===== src/logic/dbg_pkg.sv =====
// Shared widths, bit positions and types for the CPU debug port
// Every RTL file refers to these by scoped name
`default_nettype none

package dbg_pkg;

	////////////////////
	// Bus widths
	////////////////////
	localparam int DBG_DW = 32;
	localparam int DBG_AW = 8;
	// Byte address bits dropped to form a word address
	localparam int DBG_LSB = 2;
	localparam int DBG_WORD_AW = DBG_AW - DBG_LSB;
	// Word address bit that selects the control/status word
	localparam int CTRL_SEL_BIT = 5;
	// CPU register index
	localparam int REG_W = 5;

	////////////////////
	// Command bits
	////////////////////
	// Reset sits in strobe byte 0, the rest in byte 1
	localparam int RESET_BIT = 6;
	localparam int STEP_BIT = 8;
	localparam int HALT_BIT = 10;
	localparam int CLEAR_CACHE_BIT = 11;

	// Status word bits
	localparam int ST_IRQ_BIT = 7;
	localparam int ST_RUN_BIT = 9;
	localparam int ST_CC_LSB = 12;
	localparam int ST_BREAK_BIT = 15;

	localparam logic [1:0] RESP_OKAY = 2'b00;

	typedef logic [DBG_WORD_AW-1:0] word_addr_t;
	typedef logic [DBG_DW-1:0] dbg_word_t;
	typedef logic [2:0] cc_t;

	// Write data beat with its byte strobes
	typedef struct packed {
		dbg_word_t data;
		logic [DBG_DW/8-1:0] strb;
	} wdata_t;

endpackage

`default_nettype wire


===== src/logic/dbg_skid.sv =====
// Skid buffer for one AXI-lite channel of the debug port
// Empty: payload passes straight through with no latency
// On a downstream stall one beat is held and o_ready drops
`timescale 1ns/1ns
`default_nettype none

module dbg_skid #(
	parameter type T_PAYLOAD = logic [7:0]
) (
	input wire S_AXI_ACLK,
	input wire S_AXI_ARESETN,
	// Upstream side
	input wire i_valid,
	output logic o_ready,
	input wire T_PAYLOAD i_data,
	// Downstream side
	output logic o_valid,
	input wire i_ready,
	output T_PAYLOAD o_data
);

	logic r_valid;
	T_PAYLOAD r_data;

	// Held beat flag
	always_ff @(posedge S_AXI_ACLK)
	begin
		if (!S_AXI_ARESETN)
			r_valid <= 1'b0;
		else if (i_ready)
			r_valid <= 1'b0;
		else if (i_valid && o_ready)
			r_valid <= 1'b1;
	end

	// Capture while empty, freeze while holding
	always_ff @(posedge S_AXI_ACLK)
	begin
		if (!r_valid)
			r_data <= i_data;
	end

	assign o_ready = !r_valid;
	assign o_valid = i_valid || r_valid;
	assign o_data = r_valid ? r_data : i_data;

	// A stalled beat must come back unchanged on the next cycle
	a_held_beat_stable: assert property (@(posedge S_AXI_ACLK)
		disable iff (!S_AXI_ARESETN)
		(o_valid && !i_ready) |=> (o_valid && (o_data == $past(o_data))))
		else $error("skid buffer lost or changed a held beat");

endmodule

`default_nettype wire


===== src/logic/dbg_write_path.sv =====
// Write side of the AXI-lite debug slave
// Joins AW and W, then routes each write either to a core register
// or, with the control select bit set, to the run controller
// B is raised one cycle after a write is accepted
`timescale 1ns/1ns
`default_nettype none

module dbg_write_path (
	input wire S_AXI_ACLK,
	input wire S_AXI_ARESETN,
	// AXI-lite write channels
	input wire i_awvalid,
	output logic o_awready,
	input wire [dbg_pkg::DBG_AW-1:0] i_awaddr,
	input wire i_wvalid,
	output logic o_wready,
	input wire dbg_pkg::dbg_word_t i_wdata,
	input wire [3:0] i_wstrb,
	output logic o_bvalid,
	input wire i_bready,
	output logic [1:0] o_bresp,
	// Core register write port
	output logic o_dbg_we,
	output logic [dbg_pkg::REG_W-1:0] o_dbg_wreg,
	output dbg_pkg::dbg_word_t o_dbg_wdata,
	input wire i_dbg_stall,
	// To the run controller
	output logic o_cmd_write,
	output dbg_pkg::dbg_word_t o_cmd_data,
	output logic [3:0] o_cmd_strb,
	output logic o_reg_write_accept
);

	logic aw_valid, w_valid;
	dbg_pkg::word_addr_t aw_addr;
	dbg_pkg::wdata_t w_in, w_beat;
	logic write_ready, reg_sel, reg_write, dbg_write_stall;

	////////////////////
	// Channel buffers
	////////////////////
	dbg_skid #(
		.T_PAYLOAD(dbg_pkg::word_addr_t)
	) u_aw_skid (
		.S_AXI_ACLK(S_AXI_ACLK),
		.S_AXI_ARESETN(S_AXI_ARESETN),
		.i_valid(i_awvalid),
		.o_ready(o_awready),
		.i_data(i_awaddr[dbg_pkg::DBG_AW-1:dbg_pkg::DBG_LSB]),
		.o_valid(aw_valid),
		.i_ready(write_ready),
		.o_data(aw_addr)
	);

	assign w_in = '{data: i_wdata, strb: i_wstrb};

	dbg_skid #(
		.T_PAYLOAD(dbg_pkg::wdata_t)
	) u_w_skid (
		.S_AXI_ACLK(S_AXI_ACLK),
		.S_AXI_ARESETN(S_AXI_ARESETN),
		.i_valid(i_wvalid),
		.o_ready(o_wready),
		.i_data(w_in),
		.o_valid(w_valid),
		.i_ready(write_ready),
		.o_data(w_beat)
	);

	// Words 0..31 are core registers
	assign reg_sel = !aw_addr[dbg_pkg::CTRL_SEL_BIT];
	// Zero strobes: acknowledge only
	assign reg_write = reg_sel && (|w_beat.strb);
	// Pending register write still blocked by the core
	assign dbg_write_stall = o_dbg_we && i_dbg_stall;

	// Accept when both halves are here and B has room
	assign write_ready = aw_valid && w_valid
		&& (!o_bvalid || i_bready)
		&& (!reg_write || !dbg_write_stall);

	////////////////////
	// Core register write
	////////////////////
	always_ff @(posedge S_AXI_ACLK)
	begin
		if (!S_AXI_ARESETN)
			o_dbg_we <= 1'b0;
		else if (!dbg_write_stall)
			o_dbg_we <= write_ready && reg_write;
	end

	// Index and data hold with the strobe
	always_ff @(posedge S_AXI_ACLK)
	begin
		if (!dbg_write_stall)
		begin
			o_dbg_wreg <= aw_addr[dbg_pkg::REG_W-1:0];
			o_dbg_wdata <= w_beat.data;
		end
	end

	// Command strobe is combinational on the accept cycle
	assign o_cmd_write = write_ready && !reg_sel;
	assign o_cmd_data = w_beat.data;
	assign o_cmd_strb = w_beat.strb;
	assign o_reg_write_accept = write_ready && reg_write;

	// Write response
	always_ff @(posedge S_AXI_ACLK)
	begin
		if (!S_AXI_ARESETN)
			o_bvalid <= 1'b0;
		else if (write_ready)
			o_bvalid <= 1'b1;
		else if (i_bready)
			o_bvalid <= 1'b0;
	end

	assign o_bresp = dbg_pkg::RESP_OKAY;

	a_bvalid_held: assert property (@(posedge S_AXI_ACLK)
		disable iff (!S_AXI_ARESETN)
		(o_bvalid && !i_bready) |=> o_bvalid)
		else $error("BVALID dropped without BREADY");

endmodule

`default_nettype wire


===== src/logic/dbg_read_path.sv =====
// Read side of the AXI-lite debug slave
// Status word reads answer one cycle after accept
// Core register reads wait a cycle for the core, answering after two
`timescale 1ns/1ns
`default_nettype none

module dbg_read_path (
	input wire S_AXI_ACLK,
	input wire S_AXI_ARESETN,
	// AXI-lite read channels
	input wire i_arvalid,
	output logic o_arready,
	input wire [dbg_pkg::DBG_AW-1:0] i_araddr,
	output logic o_rvalid,
	input wire i_rready,
	output dbg_pkg::dbg_word_t o_rdata,
	output logic [1:0] o_rresp,
	// Core register read port
	output logic [dbg_pkg::REG_W-1:0] o_dbg_rreg,
	input wire dbg_pkg::dbg_word_t i_dbg_rdata,
	// From the run controller
	input wire dbg_pkg::dbg_word_t i_status
);

	logic ar_valid, read_ready, read_pending, ctrl_sel;
	dbg_pkg::word_addr_t ar_addr;

	dbg_skid #(
		.T_PAYLOAD(dbg_pkg::word_addr_t)
	) u_ar_skid (
		.S_AXI_ACLK(S_AXI_ACLK),
		.S_AXI_ARESETN(S_AXI_ARESETN),
		.i_valid(i_arvalid),
		.o_ready(o_arready),
		.i_data(i_araddr[dbg_pkg::DBG_AW-1:dbg_pkg::DBG_LSB]),
		.o_valid(ar_valid),
		.i_ready(read_ready),
		.o_data(ar_addr)
	);

	// Any word with the select bit set is the status word
	assign ctrl_sel = ar_addr[dbg_pkg::CTRL_SEL_BIT];

	// One core read outstanding at most, R must have room
	assign read_ready = ar_valid && !read_pending && (!o_rvalid || i_rready);

	// Core sees the index on the accept cycle
	assign o_dbg_rreg = ar_addr[dbg_pkg::REG_W-1:0];

	////////////////////
	// Read sequencing
	////////////////////
	// Core data comes back the cycle after accept
	always_ff @(posedge S_AXI_ACLK)
	begin
		if (!S_AXI_ARESETN)
			read_pending <= 1'b0;
		else
			read_pending <= read_ready && !ctrl_sel;
	end

	always_ff @(posedge S_AXI_ACLK)
	begin
		if (!S_AXI_ARESETN)
			o_rvalid <= 1'b0;
		else if (!o_rvalid || i_rready)
			o_rvalid <= (read_ready && ctrl_sel) || read_pending;
	end

	// Data only moves when R is free or being taken
	always_ff @(posedge S_AXI_ACLK)
	begin
		if (!o_rvalid || i_rready)
		begin
			if (read_pending)
				o_rdata <= i_dbg_rdata;
			else
				o_rdata <= i_status;
		end
	end

	assign o_rresp = dbg_pkg::RESP_OKAY;

	a_rdata_stable: assert property (@(posedge S_AXI_ACLK)
		disable iff (!S_AXI_ARESETN)
		(o_rvalid && !i_rready) |=> (o_rvalid && $stable(o_rdata)))
		else $error("RDATA changed while RVALID waited");

endmodule

`default_nettype wire


===== src/logic/cpu_run_control.sv =====
// Run control for the CPU core
// Holds the core in reset after power-up or an external reset, then
// turns debug command writes into reset, halt, step and clear-cache
// Also builds the status word returned on status reads
`timescale 1ns/1ns
`default_nettype none

module cpu_run_control #(
	parameter int RESET_DURATION = 10,
	parameter bit START_HALTED = 1'b0
) (
	input wire S_AXI_ACLK,
	input wire S_AXI_ARESETN,
	input wire i_cpu_reset,
	input wire i_interrupt,
	// From the write path
	input wire i_cmd_write,
	input wire dbg_pkg::dbg_word_t i_cmd_data,
	input wire [3:0] i_cmd_strb,
	input wire i_reg_write_accept,
	// Core state
	input wire i_dbg_stall,
	input wire i_break,
	input wire dbg_pkg::cc_t i_cc,
	// To the core and the read path
	output logic o_cpu_reset,
	output logic o_halt,
	output logic o_clear_cache,
	output dbg_pkg::dbg_word_t o_status
);

	localparam int CW = $clog2(RESET_DURATION);

	logic [CW-1:0] reset_counter;
	logic reset_hold;
	logic cmd_reset, cmd_halt, cmd_step, cmd_clear_cache;
	logic hi_write, step_req, halt_req, cc_req;

	// Byte 1 carries step, halt and clear-cache
	assign hi_write = i_cmd_write && i_cmd_strb[1];
	assign step_req = hi_write && i_cmd_data[dbg_pkg::STEP_BIT];
	assign halt_req = hi_write && i_cmd_data[dbg_pkg::HALT_BIT];
	assign cc_req = hi_write && i_cmd_data[dbg_pkg::CLEAR_CACHE_BIT];

	////////////////////
	// Reset hold
	////////////////////
	always_ff @(posedge S_AXI_ACLK)
	begin
		if (!S_AXI_ARESETN || i_cpu_reset)
			reset_counter <= CW'(RESET_DURATION - 1);
		else if (reset_counter != 0)
			reset_counter <= reset_counter - 1'b1;
	end

	assign reset_hold = (reset_counter != 0);

	// Held during count, else a one-cycle pulse
	always_ff @(posedge S_AXI_ACLK)
	begin
		if (!S_AXI_ARESETN || i_cpu_reset)
			cmd_reset <= 1'b1;
		else if (reset_hold)
			cmd_reset <= 1'b1;
		else if (i_break && !START_HALTED)
			cmd_reset <= 1'b1;
		else
			cmd_reset <= i_cmd_write && i_cmd_strb[0]
				&& i_cmd_data[dbg_pkg::RESET_BIT];
	end

	////////////////////
	// Halt
	////////////////////
	// Later reasons win over the release
	always_ff @(posedge S_AXI_ACLK)
	begin
		if (!S_AXI_ARESETN || i_cpu_reset)
			cmd_halt <= START_HALTED;
		else if (cmd_reset && START_HALTED)
			cmd_halt <= START_HALTED;
		else
		begin
			// Release, or release for a single step
			if (!i_dbg_stall && hi_write
				&& (!i_cmd_data[dbg_pkg::HALT_BIT] || step_req))
				cmd_halt <= 1'b0;
			// Break halts when not resetting on it
			if (i_break && START_HALTED)
				cmd_halt <= 1'b1;
			// Explicit request, unless stepping
			if (halt_req && !step_req)
				cmd_halt <= 1'b1;
			// Core registers only change while halted
			if (i_reg_write_accept)
				cmd_halt <= 1'b1;
			// Back to halt once the stepped core is idle
			if (cmd_step && !i_dbg_stall)
				cmd_halt <= 1'b1;
			// Stay halted through a cache clear
			if (cmd_clear_cache)
				cmd_halt <= 1'b1;
			if (cc_req)
				cmd_halt <= 1'b1;
		end
	end

	// Step lasts until the core moves
	always_ff @(posedge S_AXI_ACLK)
	begin
		if (!S_AXI_ARESETN || i_cpu_reset)
			cmd_step <= 1'b0;
		else if (step_req)
			cmd_step <= 1'b1;
		else if (!i_dbg_stall)
			cmd_step <= 1'b0;
	end

	// Clear-cache only with halt also set in the write
	always_ff @(posedge S_AXI_ACLK)
	begin
		if (!S_AXI_ARESETN || cmd_reset)
			cmd_clear_cache <= 1'b0;
		else if (cc_req && i_cmd_data[dbg_pkg::HALT_BIT])
			cmd_clear_cache <= 1'b1;
		else if (cmd_halt && !i_dbg_stall)
			cmd_clear_cache <= 1'b0;
	end

	// Status word, unlisted bits read 0
	always_comb
	begin
		o_status = '0;
		o_status[dbg_pkg::RESET_BIT] = cmd_reset;
		o_status[dbg_pkg::ST_IRQ_BIT] = i_interrupt;
		o_status[dbg_pkg::ST_RUN_BIT] = !i_dbg_stall;
		o_status[dbg_pkg::HALT_BIT] = cmd_halt;
		o_status[dbg_pkg::ST_CC_LSB +: $bits(dbg_pkg::cc_t)] = i_cc;
		o_status[dbg_pkg::ST_BREAK_BIT] = i_break;
	end

	assign o_cpu_reset = cmd_reset;
	assign o_halt = cmd_halt;
	assign o_clear_cache = cmd_clear_cache;

	// Step and cache clear hand the core back halted
	a_step_rehalts: assert property (@(posedge S_AXI_ACLK)
		disable iff (!S_AXI_ARESETN || i_cpu_reset)
		(cmd_step && !i_dbg_stall) |=> cmd_halt)
		else $error("halt not restored after step");

	a_clear_cache_rehalts: assert property (@(posedge S_AXI_ACLK)
		disable iff (!S_AXI_ARESETN || i_cpu_reset)
		(cmd_clear_cache && !i_dbg_stall) |=> cmd_halt)
		else $error("halt not held after cache clear");

endmodule

`default_nettype wire


===== src/logic/cpu_debug_port.sv =====
// Debug and run-control port of the CPU, top level
// Connects the AXI-lite debug slave to the core's debug pins
// Write path, read path and run controller are joined here
`timescale 1ns/1ns
`default_nettype none

module cpu_debug_port #(
	parameter int RESET_DURATION = 10,
	parameter bit START_HALTED = 1'b0
) (
	input wire S_AXI_ACLK,
	input wire S_AXI_ARESETN,
	input wire i_cpu_reset,
	input wire i_interrupt,
	// AXI-lite debug slave
	input wire i_s_dbg_awvalid,
	output logic o_s_dbg_awready,
	input wire [dbg_pkg::DBG_AW-1:0] i_s_dbg_awaddr,
	input wire [2:0] i_s_dbg_awprot,
	input wire i_s_dbg_wvalid,
	output logic o_s_dbg_wready,
	input wire dbg_pkg::dbg_word_t i_s_dbg_wdata,
	input wire [3:0] i_s_dbg_wstrb,
	output logic o_s_dbg_bvalid,
	input wire i_s_dbg_bready,
	output logic [1:0] o_s_dbg_bresp,
	input wire i_s_dbg_arvalid,
	output logic o_s_dbg_arready,
	input wire [dbg_pkg::DBG_AW-1:0] i_s_dbg_araddr,
	input wire [2:0] i_s_dbg_arprot,
	output logic o_s_dbg_rvalid,
	input wire i_s_dbg_rready,
	output dbg_pkg::dbg_word_t o_s_dbg_rdata,
	output logic [1:0] o_s_dbg_rresp,
	// Core debug pins
	output logic o_dbg_we,
	output logic [dbg_pkg::REG_W-1:0] o_dbg_wreg,
	output dbg_pkg::dbg_word_t o_dbg_wdata,
	output logic [dbg_pkg::REG_W-1:0] o_dbg_rreg,
	input wire dbg_pkg::dbg_word_t i_dbg_rdata,
	input wire i_dbg_stall,
	input wire i_break,
	input wire dbg_pkg::cc_t i_cc,
	output logic o_cpu_reset,
	output logic o_halt,
	output logic o_clear_cache
);

	logic cmd_write, reg_write_accept;
	dbg_pkg::dbg_word_t cmd_data, status;
	logic [3:0] cmd_strb;

	////////////////////
	// Bus side
	////////////////////
	dbg_write_path u_write_path (
		.S_AXI_ACLK(S_AXI_ACLK), .S_AXI_ARESETN(S_AXI_ARESETN),
		.i_awvalid(i_s_dbg_awvalid), .o_awready(o_s_dbg_awready),
		.i_awaddr(i_s_dbg_awaddr),
		.i_wvalid(i_s_dbg_wvalid), .o_wready(o_s_dbg_wready),
		.i_wdata(i_s_dbg_wdata), .i_wstrb(i_s_dbg_wstrb),
		.o_bvalid(o_s_dbg_bvalid), .i_bready(i_s_dbg_bready),
		.o_bresp(o_s_dbg_bresp),
		.o_dbg_we(o_dbg_we), .o_dbg_wreg(o_dbg_wreg),
		.o_dbg_wdata(o_dbg_wdata), .i_dbg_stall(i_dbg_stall),
		.o_cmd_write(cmd_write), .o_cmd_data(cmd_data),
		.o_cmd_strb(cmd_strb), .o_reg_write_accept(reg_write_accept)
	);

	dbg_read_path u_read_path (
		.S_AXI_ACLK(S_AXI_ACLK), .S_AXI_ARESETN(S_AXI_ARESETN),
		.i_arvalid(i_s_dbg_arvalid), .o_arready(o_s_dbg_arready),
		.i_araddr(i_s_dbg_araddr),
		.o_rvalid(o_s_dbg_rvalid), .i_rready(i_s_dbg_rready),
		.o_rdata(o_s_dbg_rdata), .o_rresp(o_s_dbg_rresp),
		.o_dbg_rreg(o_dbg_rreg), .i_dbg_rdata(i_dbg_rdata),
		.i_status(status)
	);

	// Core control
	cpu_run_control #(
		.RESET_DURATION(RESET_DURATION),
		.START_HALTED(START_HALTED)
	) u_run_control (
		.S_AXI_ACLK(S_AXI_ACLK), .S_AXI_ARESETN(S_AXI_ARESETN),
		.i_cpu_reset(i_cpu_reset), .i_interrupt(i_interrupt),
		.i_cmd_write(cmd_write), .i_cmd_data(cmd_data),
		.i_cmd_strb(cmd_strb), .i_reg_write_accept(reg_write_accept),
		.i_dbg_stall(i_dbg_stall), .i_break(i_break), .i_cc(i_cc),
		.o_cpu_reset(o_cpu_reset), .o_halt(o_halt),
		.o_clear_cache(o_clear_cache), .o_status(status)
	);

	// PROT is accepted on AW and AR but carries no meaning here

endmodule

`default_nettype wire


===== config.mk =====
export PLATFORM = sky130hd
export DESIGN_NAME = cpu_debug_port
export DESIGN_NICKNAME = d
export VERILOG_FILES = /design/src/logic/dbg_pkg.sv /design/src/logic/dbg_skid.sv /design/src/logic/dbg_write_path.sv /design/src/logic/dbg_read_path.sv /design/src/logic/cpu_run_control.sv /design/src/logic/cpu_debug_port.sv
export SDC_FILE = /design/constraint.sdc
export NUM_CORES = 1
export LEC_CHECK = 0
export BUFFER_PORTS_ARGS = -buffer_cell sky130_fd_sc_hd__clkbuf_2
export CORE_ASPECT_RATIO = 1.75
export CORE_MARGIN = 1.5
export CORE_UTILIZATION = 53
export DETAILED_ROUTE_END_ITERATION = 12
export PLACE_DENSITY = 0.95
export SYNTH_ARGS = -nofsm -noshare
export SYNTH_HDL_FRONTEND = slang
export SYNTH_HIERARCHICAL = 1
export SYNTH_SLANG_ARGS = --single-unit

===== constraint.sdc =====
create_clock -name S_AXI_ACLK -period 3.6 [get_ports S_AXI_ACLK]
set_input_delay 0.18 -clock S_AXI_ACLK [delete_from_list [all_inputs] [get_ports S_AXI_ACLK]]
set_output_delay 0.18 -clock S_AXI_ACLK [all_outputs]
set_load 0.01 [all_outputs]

Word-level counts from Yosys, hierarchy flattened
Index checks and enable logic that the tools add are counted.
{ "totals": {"reg_bits": 132, "out_inout_bits": 87, "wordCells": 97} }
{ "op_classes": {"add_sub_neg": 1, "eq_ne": 1, "n_mux": 16, "n_bitwise": 1, "n_reduce_logical": 58} }
{ "ops": {"columns": ["operator", "count"], "rows": [
  ["36-bit 2-to-1 mux", 1],
  ["1-bit logical AND", 26],
  ["16-bit 2-to-1 mux", 1],
  ["1-bit zero test", 14],
  ["1-bit 2-to-1 mux", 12],
  ["6-bit 2-to-1 mux", 2],
  ["1-bit logical OR", 10],
  ["6-bit nonzero test", 1],
  ["2-bit nonzero test", 2],
  ["4-bit nonzero test", 1],
  ["2-bit OR reduction", 2],
  ["4-bit OR reduction", 1],
  ["4-bit by 1-bit subtractor with 4-bit output (second input constant)", 1],
  ["3-bit OR reduction", 1],
  ["2-bit by 1-bit != test with 1-bit output (second input constant)", 1],
  ["1-bit inverter", 1]
]} }

Longest topological paths before layout
Gate-level depths: netlist of the first run.
{ "logic_depth": {"ltp_word": 17, "depth_mapped": 8, "mapped_depth_nobuf": 7} }

Cells and area by module
The synthesis of the first run kept the hierarchy.
{ "by_module_without_submodules": {"columns": ["mod", "instances", "cells_each", "area_each_um2", "seq_area_each_um2"], "rows": [
  ["dbg_read_path", 1, 80, 1606.5, 1001.0],
  ["dbg_skid at u_write_path.u_w_skid", 1, 80, 1275.0, 740.7],
  ["dbg_write_path", 1, 56, 1266.2, 1151.1],
  ["cpu_run_control", 1, 71, 601.8, 160.2],
  ["dbg_skid at u_read_path.u_ar_skid ...", 2, 17, 240.2, 140.1]
]} }

Worst setup path after synthesis of the first run
Ideal clock, no wire load.
{ "synth_path": {"kind": "register to register", "from": "reg u_write_path.o_dbg_we", "to": "reg u_run_control.cmd_halt, in the netlist u_run_control/o_halt", "setup_ps": 129, "arrival_ps": 1776, "required_time_ps": 3471, "setup_slack_ps": 1695, "path_stages_with_launch": 5, "path_buffers": 0, "period_less_slack_ps": 1905, "cell_sequence": "dfxtp_1 nand2_1 and3_1 a211oi_1 a31oi_1"} }
{ "synth_between": {"elab_cells_between_ends": 21, "classes_between": "5 x mux; 16 x reduce/logical"} }
{ "synth_rtl": {"columns": ["item", "line", "source"], "rows": [
  ["start, declared", "dbg_write_path.sv:23", "output logic o_dbg_we,"],
  ["start signal, assigned", "dbg_write_path.sv:90", "o_dbg_we <= write_ready && reg_write;"],
  ["1-bit logical AND (*)", "dbg_write_path.sv:75", "assign dbg_write_stall = o_dbg_we && i_dbg_stall;"],
  ["1-bit zero test (*)", "dbg_write_path.sv:80", "&& (!reg_write || !dbg_write_stall);"],
  ["1-bit logical OR (*)", "dbg_write_path.sv:80", null],
  ["1-bit logical AND (*)", "dbg_write_path.sv:80", null],
  ["1-bit logical AND (*)", "dbg_write_path.sv:107", "assign o_reg_write_accept = write_ready && reg_write;"],
  ["named net reg_write_accept", "cpu_debug_port.sv:49", "logic cmd_write, reg_write_accept;"],
  ["1-bit 2-to-1 mux", "cpu_run_control.sv:95", "if (i_reg_write_accept)"],
  ["1-bit 2-to-1 mux", "cpu_run_control.sv:98", "if (cmd_step && !i_dbg_stall)"],
  ["1-bit 2-to-1 mux", "cpu_run_control.sv:101", "if (cmd_clear_cache)"],
  ["1-bit 2-to-1 mux", "cpu_run_control.sv:103", "if (cc_req)"],
  ["end signal, assigned", "cpu_run_control.sv:96", "cmd_halt <= 1'b1;"],
  ["end signal, assigned", "cpu_run_control.sv:99", "cmd_halt <= 1'b1;"],
  ["end signal, assigned", "cpu_run_control.sv:102", "cmd_halt <= 1'b1;"],
  ["end, declared", "cpu_run_control.sv:36", "logic cmd_reset, cmd_halt, cmd_step, cmd_clear_cache;"]
]} }
The timed path passes the listed nets; every way through them passes the cells marked *.
A chain may end at the register's enable or synchronous reset.

Final worst setup path of the first run
{ "layout_path": {"from": "reg u_write_path.u_w_skid.r_valid", "to": "reg u_run_control.cmd_halt, in the netlist u_run_control/o_halt"} }
{ "layout_between": {"elab_cells_between_ends": 27, "classes_between": "6 x mux; 21 x reduce/logical"} }
{ "layout_rtl": {"columns": ["item", "line", "source"], "rows": [
  ["start, declared", "dbg_skid.sv:22", "logic r_valid;"],
  ["start signal, assigned", "dbg_skid.sv:29", "r_valid <= 1'b0;"],
  ["start signal, assigned", "dbg_skid.sv:31", "r_valid <= 1'b0;"],
  ["start signal, assigned", "dbg_skid.sv:33", "r_valid <= 1'b1;"],
  ["36-bit 2-to-1 mux (*)", null, null],
  ["named net cmd_strb[1]", "cpu_debug_port.sv:51", "logic [3:0] cmd_strb;"],
  ["4-bit OR reduction (*)", "dbg_write_path.sv:73", "assign reg_write = reg_sel && (|w_beat.strb);"],
  ["1-bit logical AND (*)", "dbg_write_path.sv:73", null],
  ["1-bit zero test", "dbg_write_path.sv:80", null],
  ["1-bit logical OR", "dbg_write_path.sv:80", null],
  ["1-bit logical AND", "dbg_write_path.sv:80", null],
  ["1-bit logical AND (*)", "dbg_write_path.sv:107", null],
  ["named net reg_write_accept", "cpu_debug_port.sv:49", null],
  ["1-bit 2-to-1 mux", "cpu_run_control.sv:95", null],
  ["1-bit 2-to-1 mux", "cpu_run_control.sv:98", null],
  ["1-bit 2-to-1 mux", "cpu_run_control.sv:101", null],
  ["1-bit 2-to-1 mux", "cpu_run_control.sv:103", null]
]} }
Marked as above.

==> flow_summary.toml, run 1 <==
[placement]
place.gp.congestion = 0.752
port_buffers = 176
placed_cells = 601
post_place_worst_slack_ps = 1400
place_hpwl_microns = 7460
dpl-instance-area_sq_mm = 0.00598

[route]
detail_route.iter0.violations = 172
detail_route.first_pass.iterations = 5
drc = 0
routed_len_inst_microns = 17.2
detail_route.wirelength_microns = 10900
route.detailed.vias_per_inst = 4.87
routed_vias = 3092
antenna_left = 0

[clocking]
cts.clk_slew.worst_paths_ps = 60
clock_insertion_delay_worst_skew_ps = 400
cts_inserted_buffers = 17
root_buffer = "clkbuf_16"
clock_sinks = 132
tritoncts = "yes"
cts-htree-levels = 4
clock_path_buffers = 2

[logic_synthesis]
synth_top_family_by_area = "multiplexers"
syn_area_per_cell_sq_um = 16.3
synth_enable_flop_cells = 69
yosys.cell_count.top_type = "edfxtp_1"
netlist_top_cells_count = "edfxtp_1, dfxtp_1, mux2_4, buf_4, mux2_2"
synth.ff_latch_count = 132
post_synth_and_or_nand_nor_area_fraction = 0.0452
synthesis.instances = 321
synth_cell_types = 42
synth.mux.area_fraction = 0.205
seq_area_frac_synth = 0.637
synth_area_in_compound_gates = 0.0206
synth_fa_ha_area_frac = 0.00478
post_synth_instance_area_sq_mm = 0.00523
synth_xor_xnor_area_share = 0.00335
async_flop_share = 0
synth.largest_area_cell = "edfxtp_1"
post_synth_top_flop = "edfxtp_1"
yosys-top-cells-area = "edfxtp_1, dfxtp_1, mux2_4"
yosysWarningCount = 6
synth_largest_type_area_fraction = 0.396

[sta]
timing_hold_violations_final = 0
finalSetupViolations = 0
worst_clock_skew_ps = 7.38
post-route-worst-setup-slack_ps = 1340
grt_setup_unrepaired = "no"
final_min_period_over_clock_period = 0.628
slew_viol_final = 0
worst_hold_slack_ps = 21.1
finalCriticalPeriod_ps = 2260
setup_tns_ps = 0
max_freq_ghz = 0.442
maxSlewHeadroom = 0.143
worstMarginPinSlew_ps = 1280

[min_path]
worst_hold_path_type = "in -> reg"
worstHoldStart = "i_s_dbg_wdata[12]"

[pwr]
leakage_nw = 3.00
power_per_cell_area_mw_per_mm2 = 608
peakVddDrop_mv = 0.366
p_total_mw = 4.02

[critical_path]
setup.worst_path.end_class = "flop"
timing_worst_setup_path_type = "reg -> reg"
critPathLaunch = "u_write_path/u_w_skid/r_valid"
start_kind = "flop"
crit_path_max_fanout = 19
timing.critical_path.arrival_ps = 2530
timing.critical_path.required_ps = 3870
worst_r2r_startpoint = "u_write_path/u_w_skid/r_valid"

[status]
result_of_the_run = "completed"

[finish]
num-fill-cells = 680
finalCoreUtilization = 0.694
multi_input_area_sq_mm = 0.00157
area_taken_by_flip_flops_and_latches_sq_mm = 0.00334
final_cell_count_no_fill = 635
fin_area_sq_mm = 0.00661
final_layout_size_suffix_gt1_frac = 0.583
syn_to_final_growth_pct = 26.3
nets_final = 606
antennaDiodeCount = 0

[floorplanning]
die-area_sq_mm = 0.0105
initial_core_util = 0.549
io_pins = 191
die_height_microns = 134
core_area_sq_mm = 0.00953
row_count = 47
dieWidth_microns = 78.1

[grt]
grt_overflow_total = 0
global_route_wire_length_before_repair_microns = 16800
aggregate_global_route_resource_usage = 0.212
number_of_global_route_vias_before_repair = 3365
grt_start_max_net_pins = 40
number_of_antenna_violations_at_the_first_check_in_global_routing = 0

[job]
maxCapViolCount = 0
-- cell type report --
class	count	area share
Tap cell	122	0.0231
Clock inverter	14	0.0267
Timing Repair Buffer	180	0.139
Multi-Input combinational cell	161	0.237
Clock buffer	18	0.0649
Sequential cell	132	0.505
Inverter	8	0.00454
-- report_power, final --
part | total, mW | internal (mW) | leakage, nW | switching, mW
sequential | 1.83 | 1.76 | 1.25 | 0.0742
combinational | 0.442 | 0.236 | 1.45 | 0.206
clock | 1.74 | 1.10 | 0.300 | 0.641
total | 4.02 | 3.09 | 3.00 | 0.922
-- cells by family (layout without fill, tap and decap cells) --
logic type      Yosys count  after routing
xor+xnor                  2              2
buf+inv                  53            220
flops                   132            132
mux                      80             80
simple gates             35             35
fa+ha+maj                 2              2
compound gates           14             14
other cells               3             28
-- final timing paths --
check	end	slack, ps	cells past startpoint
worst min register to register	u_write_path/u_w_skid/r_data[22]	470	1
worst max register to register	u_run_control/o_halt	1340	6
worst min-delay path	u_write_path/u_w_skid/r_data[16]	20	2
worst max-delay path	u_run_control/o_halt	1340	6
-- layout by cell type (no fill, tap or decap), types with 4 or more instances in the layout --
cell,count
nor2b_1,4
clkinv_4,5
mux2_2,34
dfxtp_1,61
nand2b_1,4
inv_1,8
conb_1,28
clkbuf_2,176
mux2_4,46
edfxtp_1,69
clkbuf_16,17
-- worst max-delay path, stage by stage, from the launching register on --
cell      delay (ps)
dfxtp_2          680
mux2_2           450
nor4_1           420
nor2_1            70
and3_1           190
a211oi_1         200
a31oi_1          120
-- registers in the layout, indices dropped and copies added, names as in the netlist, 4 cells and up --
name                           flops
u_read_path/o_rdata               32
u_write_path/u_aw_skid/r_data      6
u_write_path/o_dbg_wreg            5
u_read_path/u_ar_skid/r_data       6
u_run_control/reset_counter        4
u_write_path/u_w_skid/r_data      36
u_write_path/o_dbg_wdata          32
-- routing by layer --
layer | share of wire | GRT usage | vias up
met4 | 0.015 | 0.0794 | 0
li1 | - | - | 1450
met2 | 0.59 | 0.413 | 130
met5 | 0 | 0 | -
met3 | 0.055 | 0.0605 | 14
met1 | 0.35 | 0.206 | 1498
-- timing repair --
item	4_1_cts	5_1_grt
hold buffers	2	0
setup buffers	0	0
hold endpoints to repair	2	0
resized for setup	0	0
(Power assumes the default switching activity.)
==> run 2: changes to the inputs <==
--- a/config.mk
+++ b/config.mk
@@ -8,9 +8,9 @@
 export BUFFER_PORTS_ARGS = -buffer_cell sky130_fd_sc_hd__clkbuf_2
 export CORE_ASPECT_RATIO = 1.75
 export CORE_MARGIN = 1.5
-export CORE_UTILIZATION = 53
+export CORE_UTILIZATION = 49
 export DETAILED_ROUTE_END_ITERATION = 12
-export PLACE_DENSITY = 0.95
+export PLACE_DENSITY = 0.89
 export SYNTH_ARGS = -nofsm -noshare
 export SYNTH_HDL_FRONTEND = slang
 export SYNTH_HIERARCHICAL = 1
==> constraint.sdc (replaced) <==
create_clock -name S_AXI_ACLK -period 2.4 [get_ports S_AXI_ACLK]
set_input_delay 0.12 -clock S_AXI_ACLK [delete_from_list [all_inputs] [get_ports S_AXI_ACLK]]
set_output_delay 0.12 -clock S_AXI_ACLK [all_outputs]
set_load 0.01 [all_outputs]
==> run 2 against run 1 <==
  * Largest power group unchanged
  * Sequential share of layout area shrank 3.6 points
  * Die area grew 7.9%
  * Clock skew grew 2.0 ps
  * Utilization down 0.70 points
  * Worst setup slack lost 960 ps
  * Clock-buffer cell count unchanged
  * Final area rose by 7.7%
  * Clock power grew 45%
  * Combinational power rose by 71%
  * Critical endpoint unchanged
  * First-iteration DRC count fell by 45%
  * Hold slack got worse by 6.4 ps
  * Power grew 49%
==> flow_summary.toml, run 2 (synthesized netlist as in run 1, its figures left out) <==
[pwr]
power_per_cell_area_mw_per_mm2 = 843
leakage_nw = 3.20
peakVddDrop_mv = 0.704
p_total_mw = 6.00

[critical_path]
timing.critical_path.slowest_cell_delay_ps = 450
path_delay_family = "simple AND/OR/NAND/NOR gates"
timing_worst_setup_path_type = "reg -> reg"
crit_path_max_fanout = 8
timing.critical_path.required_ps = 2670
critical_path_buf_inv_count = 0
critical_path.slowest_cell = "dfxtp_2"
timing.critical_path.arrival_ps = 2290
setup.worst_path.end_class = "flop"
worstPathCellList = "mux2_2, nor4_1, nor2_1, and3_1, a211oi_1, a31oi_1"
start_kind = "flop"

[job]
maxCapViolCount = 0

[finish]
syn_to_final_growth_pct = 36.0
nets_final = 658
antennaDiodeCount = 0
mostFrequentLayoutCells = "clkbuf_2, edfxtp_1, dfxtp_1, dlygate4sd3_1, mux2_4"
fin_area_sq_mm = 0.00711
layout_commonest_cell = "clkbuf_2"
final_layout_size_suffix_gt1_frac = 0.535
largest_register_ff_count = 36
final_cell_count_no_fill = 692
regMostFlops = "u_write_path/u_w_skid/r_data"
largest_registers = "u_write_path/u_w_skid/r_data x36, u_read_path/o_rdata x32, u_write_path/o_dbg_wdata x32"
finalCoreUtilization = 0.687

[floorplanning]
die_height_microns = 140
row_count = 49
die-area_sq_mm = 0.0113
io_pins = 191
initial_core_util = 0.505
dieWidth_microns = 81.1
core_area_sq_mm = 0.0104

[sta]
grt_setup_unrepaired = "no"
slew_viol_final = 0
timing_hold_violations_final = 0
setup_tns_ps = 0
max_freq_ghz = 0.495
post-route-worst-setup-slack_ps = 379
finalSetupViolations = 0
worst_clock_skew_ps = 9.43
final_min_period_over_clock_period = 0.842
worst_hold_slack_ps = 14.7
finalCriticalPeriod_ps = 2020

[clocking]
postCtsResizedCells = 0
clock_insertion_delay_worst_skew_ps = 410
root_buffer = "clkbuf_16"
cts-htree-levels = 4
clock_sinks = 132
tritoncts = "yes"
post_cts_buffers = 0
cts.clk_slew.worst_paths_ps = 60
cts_inserted_buffers = 17
postCtsHoldBufs = 51
clock_path_buffers = 2

[route]
route.detailed.vias_per_inst = 4.78
routed_vias = 3308
routed_len_inst_microns = 16.4
detail_route.wirelength_microns = 11400
detail_route.first_pass.iterations = 5
drc = 0
antenna_left = 0
detail_route.iter0.violations = 95

[placement]
port_buffers = 176
place.gp.congestion = 0.764
place_hpwl_microns = 7150
post_place_worst_slack_ps = 446
placed_cells = 609
dpl-instance-area_sq_mm = 0.00602

[min_path]
worst_hold_path_type = "in -> reg"

[status]
result_of_the_run = "completed"

[grt]
global_route_wire_length_before_repair_microns = 17300
grt_overflow_total = 0
number_of_global_route_vias_before_repair = 3576
aggregate_global_route_resource_usage = 0.207
number_of_antenna_violations_at_the_first_check_in_global_routing = 0
grt_start_max_net_pins = 39
-- run 2: per-layer routing --
layer	global-route usage	vias to the layer above	share of wire
met2	0.399	145	0.58
li1	-	1556	-
met1	0.189	1582	0.34
met4	0.0835	0	0.027
met3	0.0643	25	0.056
met5	0	-	0
-- run 2: worst register-to-register path: cells and delay by family (launching register included) --
| family | cells | cell delay (ps) |
|---|---|---|
| AO/OA/AOI/OAI | 2 | 370 |
| flip-flops | 1 | 450 |
| multiplexers | 1 | 420 |
| AND/OR/NAND/NOR | 3 | 640 |
-- run 2: final timing paths --
| path | to | startpoint | slack (ps) | cells past startpoint |
|---|---|---|---|---|
| setup / recovery | u_run_control/o_halt | u_write_path/u_w_skid/r_valid | 380 | 6 |
| hold / removal | u_read_path/o_rdata[28] | i_dbg_rdata[28] | 10 | 2 |
| setup reg to reg | u_run_control/o_halt | u_write_path/u_w_skid/r_valid | 380 | 6 |
| hold reg to reg | u_write_path/u_w_skid/r_data[30] | u_write_path/u_w_skid/r_data[30] | 470 | 1 |
-- run 2: final cells by class --
cell class	instances	area, sq um
clock buffers	18	429
flip-flops and latches	132	3340
well taps	127	159
multi-input cells	161	1570
clock inverters	14	151
inverters	8	30.0
fillers	693	3250
repair buffers	232	1440
-- run 2: power by group --
group	total (mW)	switching [mW]	internal, mW
Combinational	0.755	0.345	0.410
Sequential	2.72	0.0878	2.64
Clock	2.52	0.976	1.54
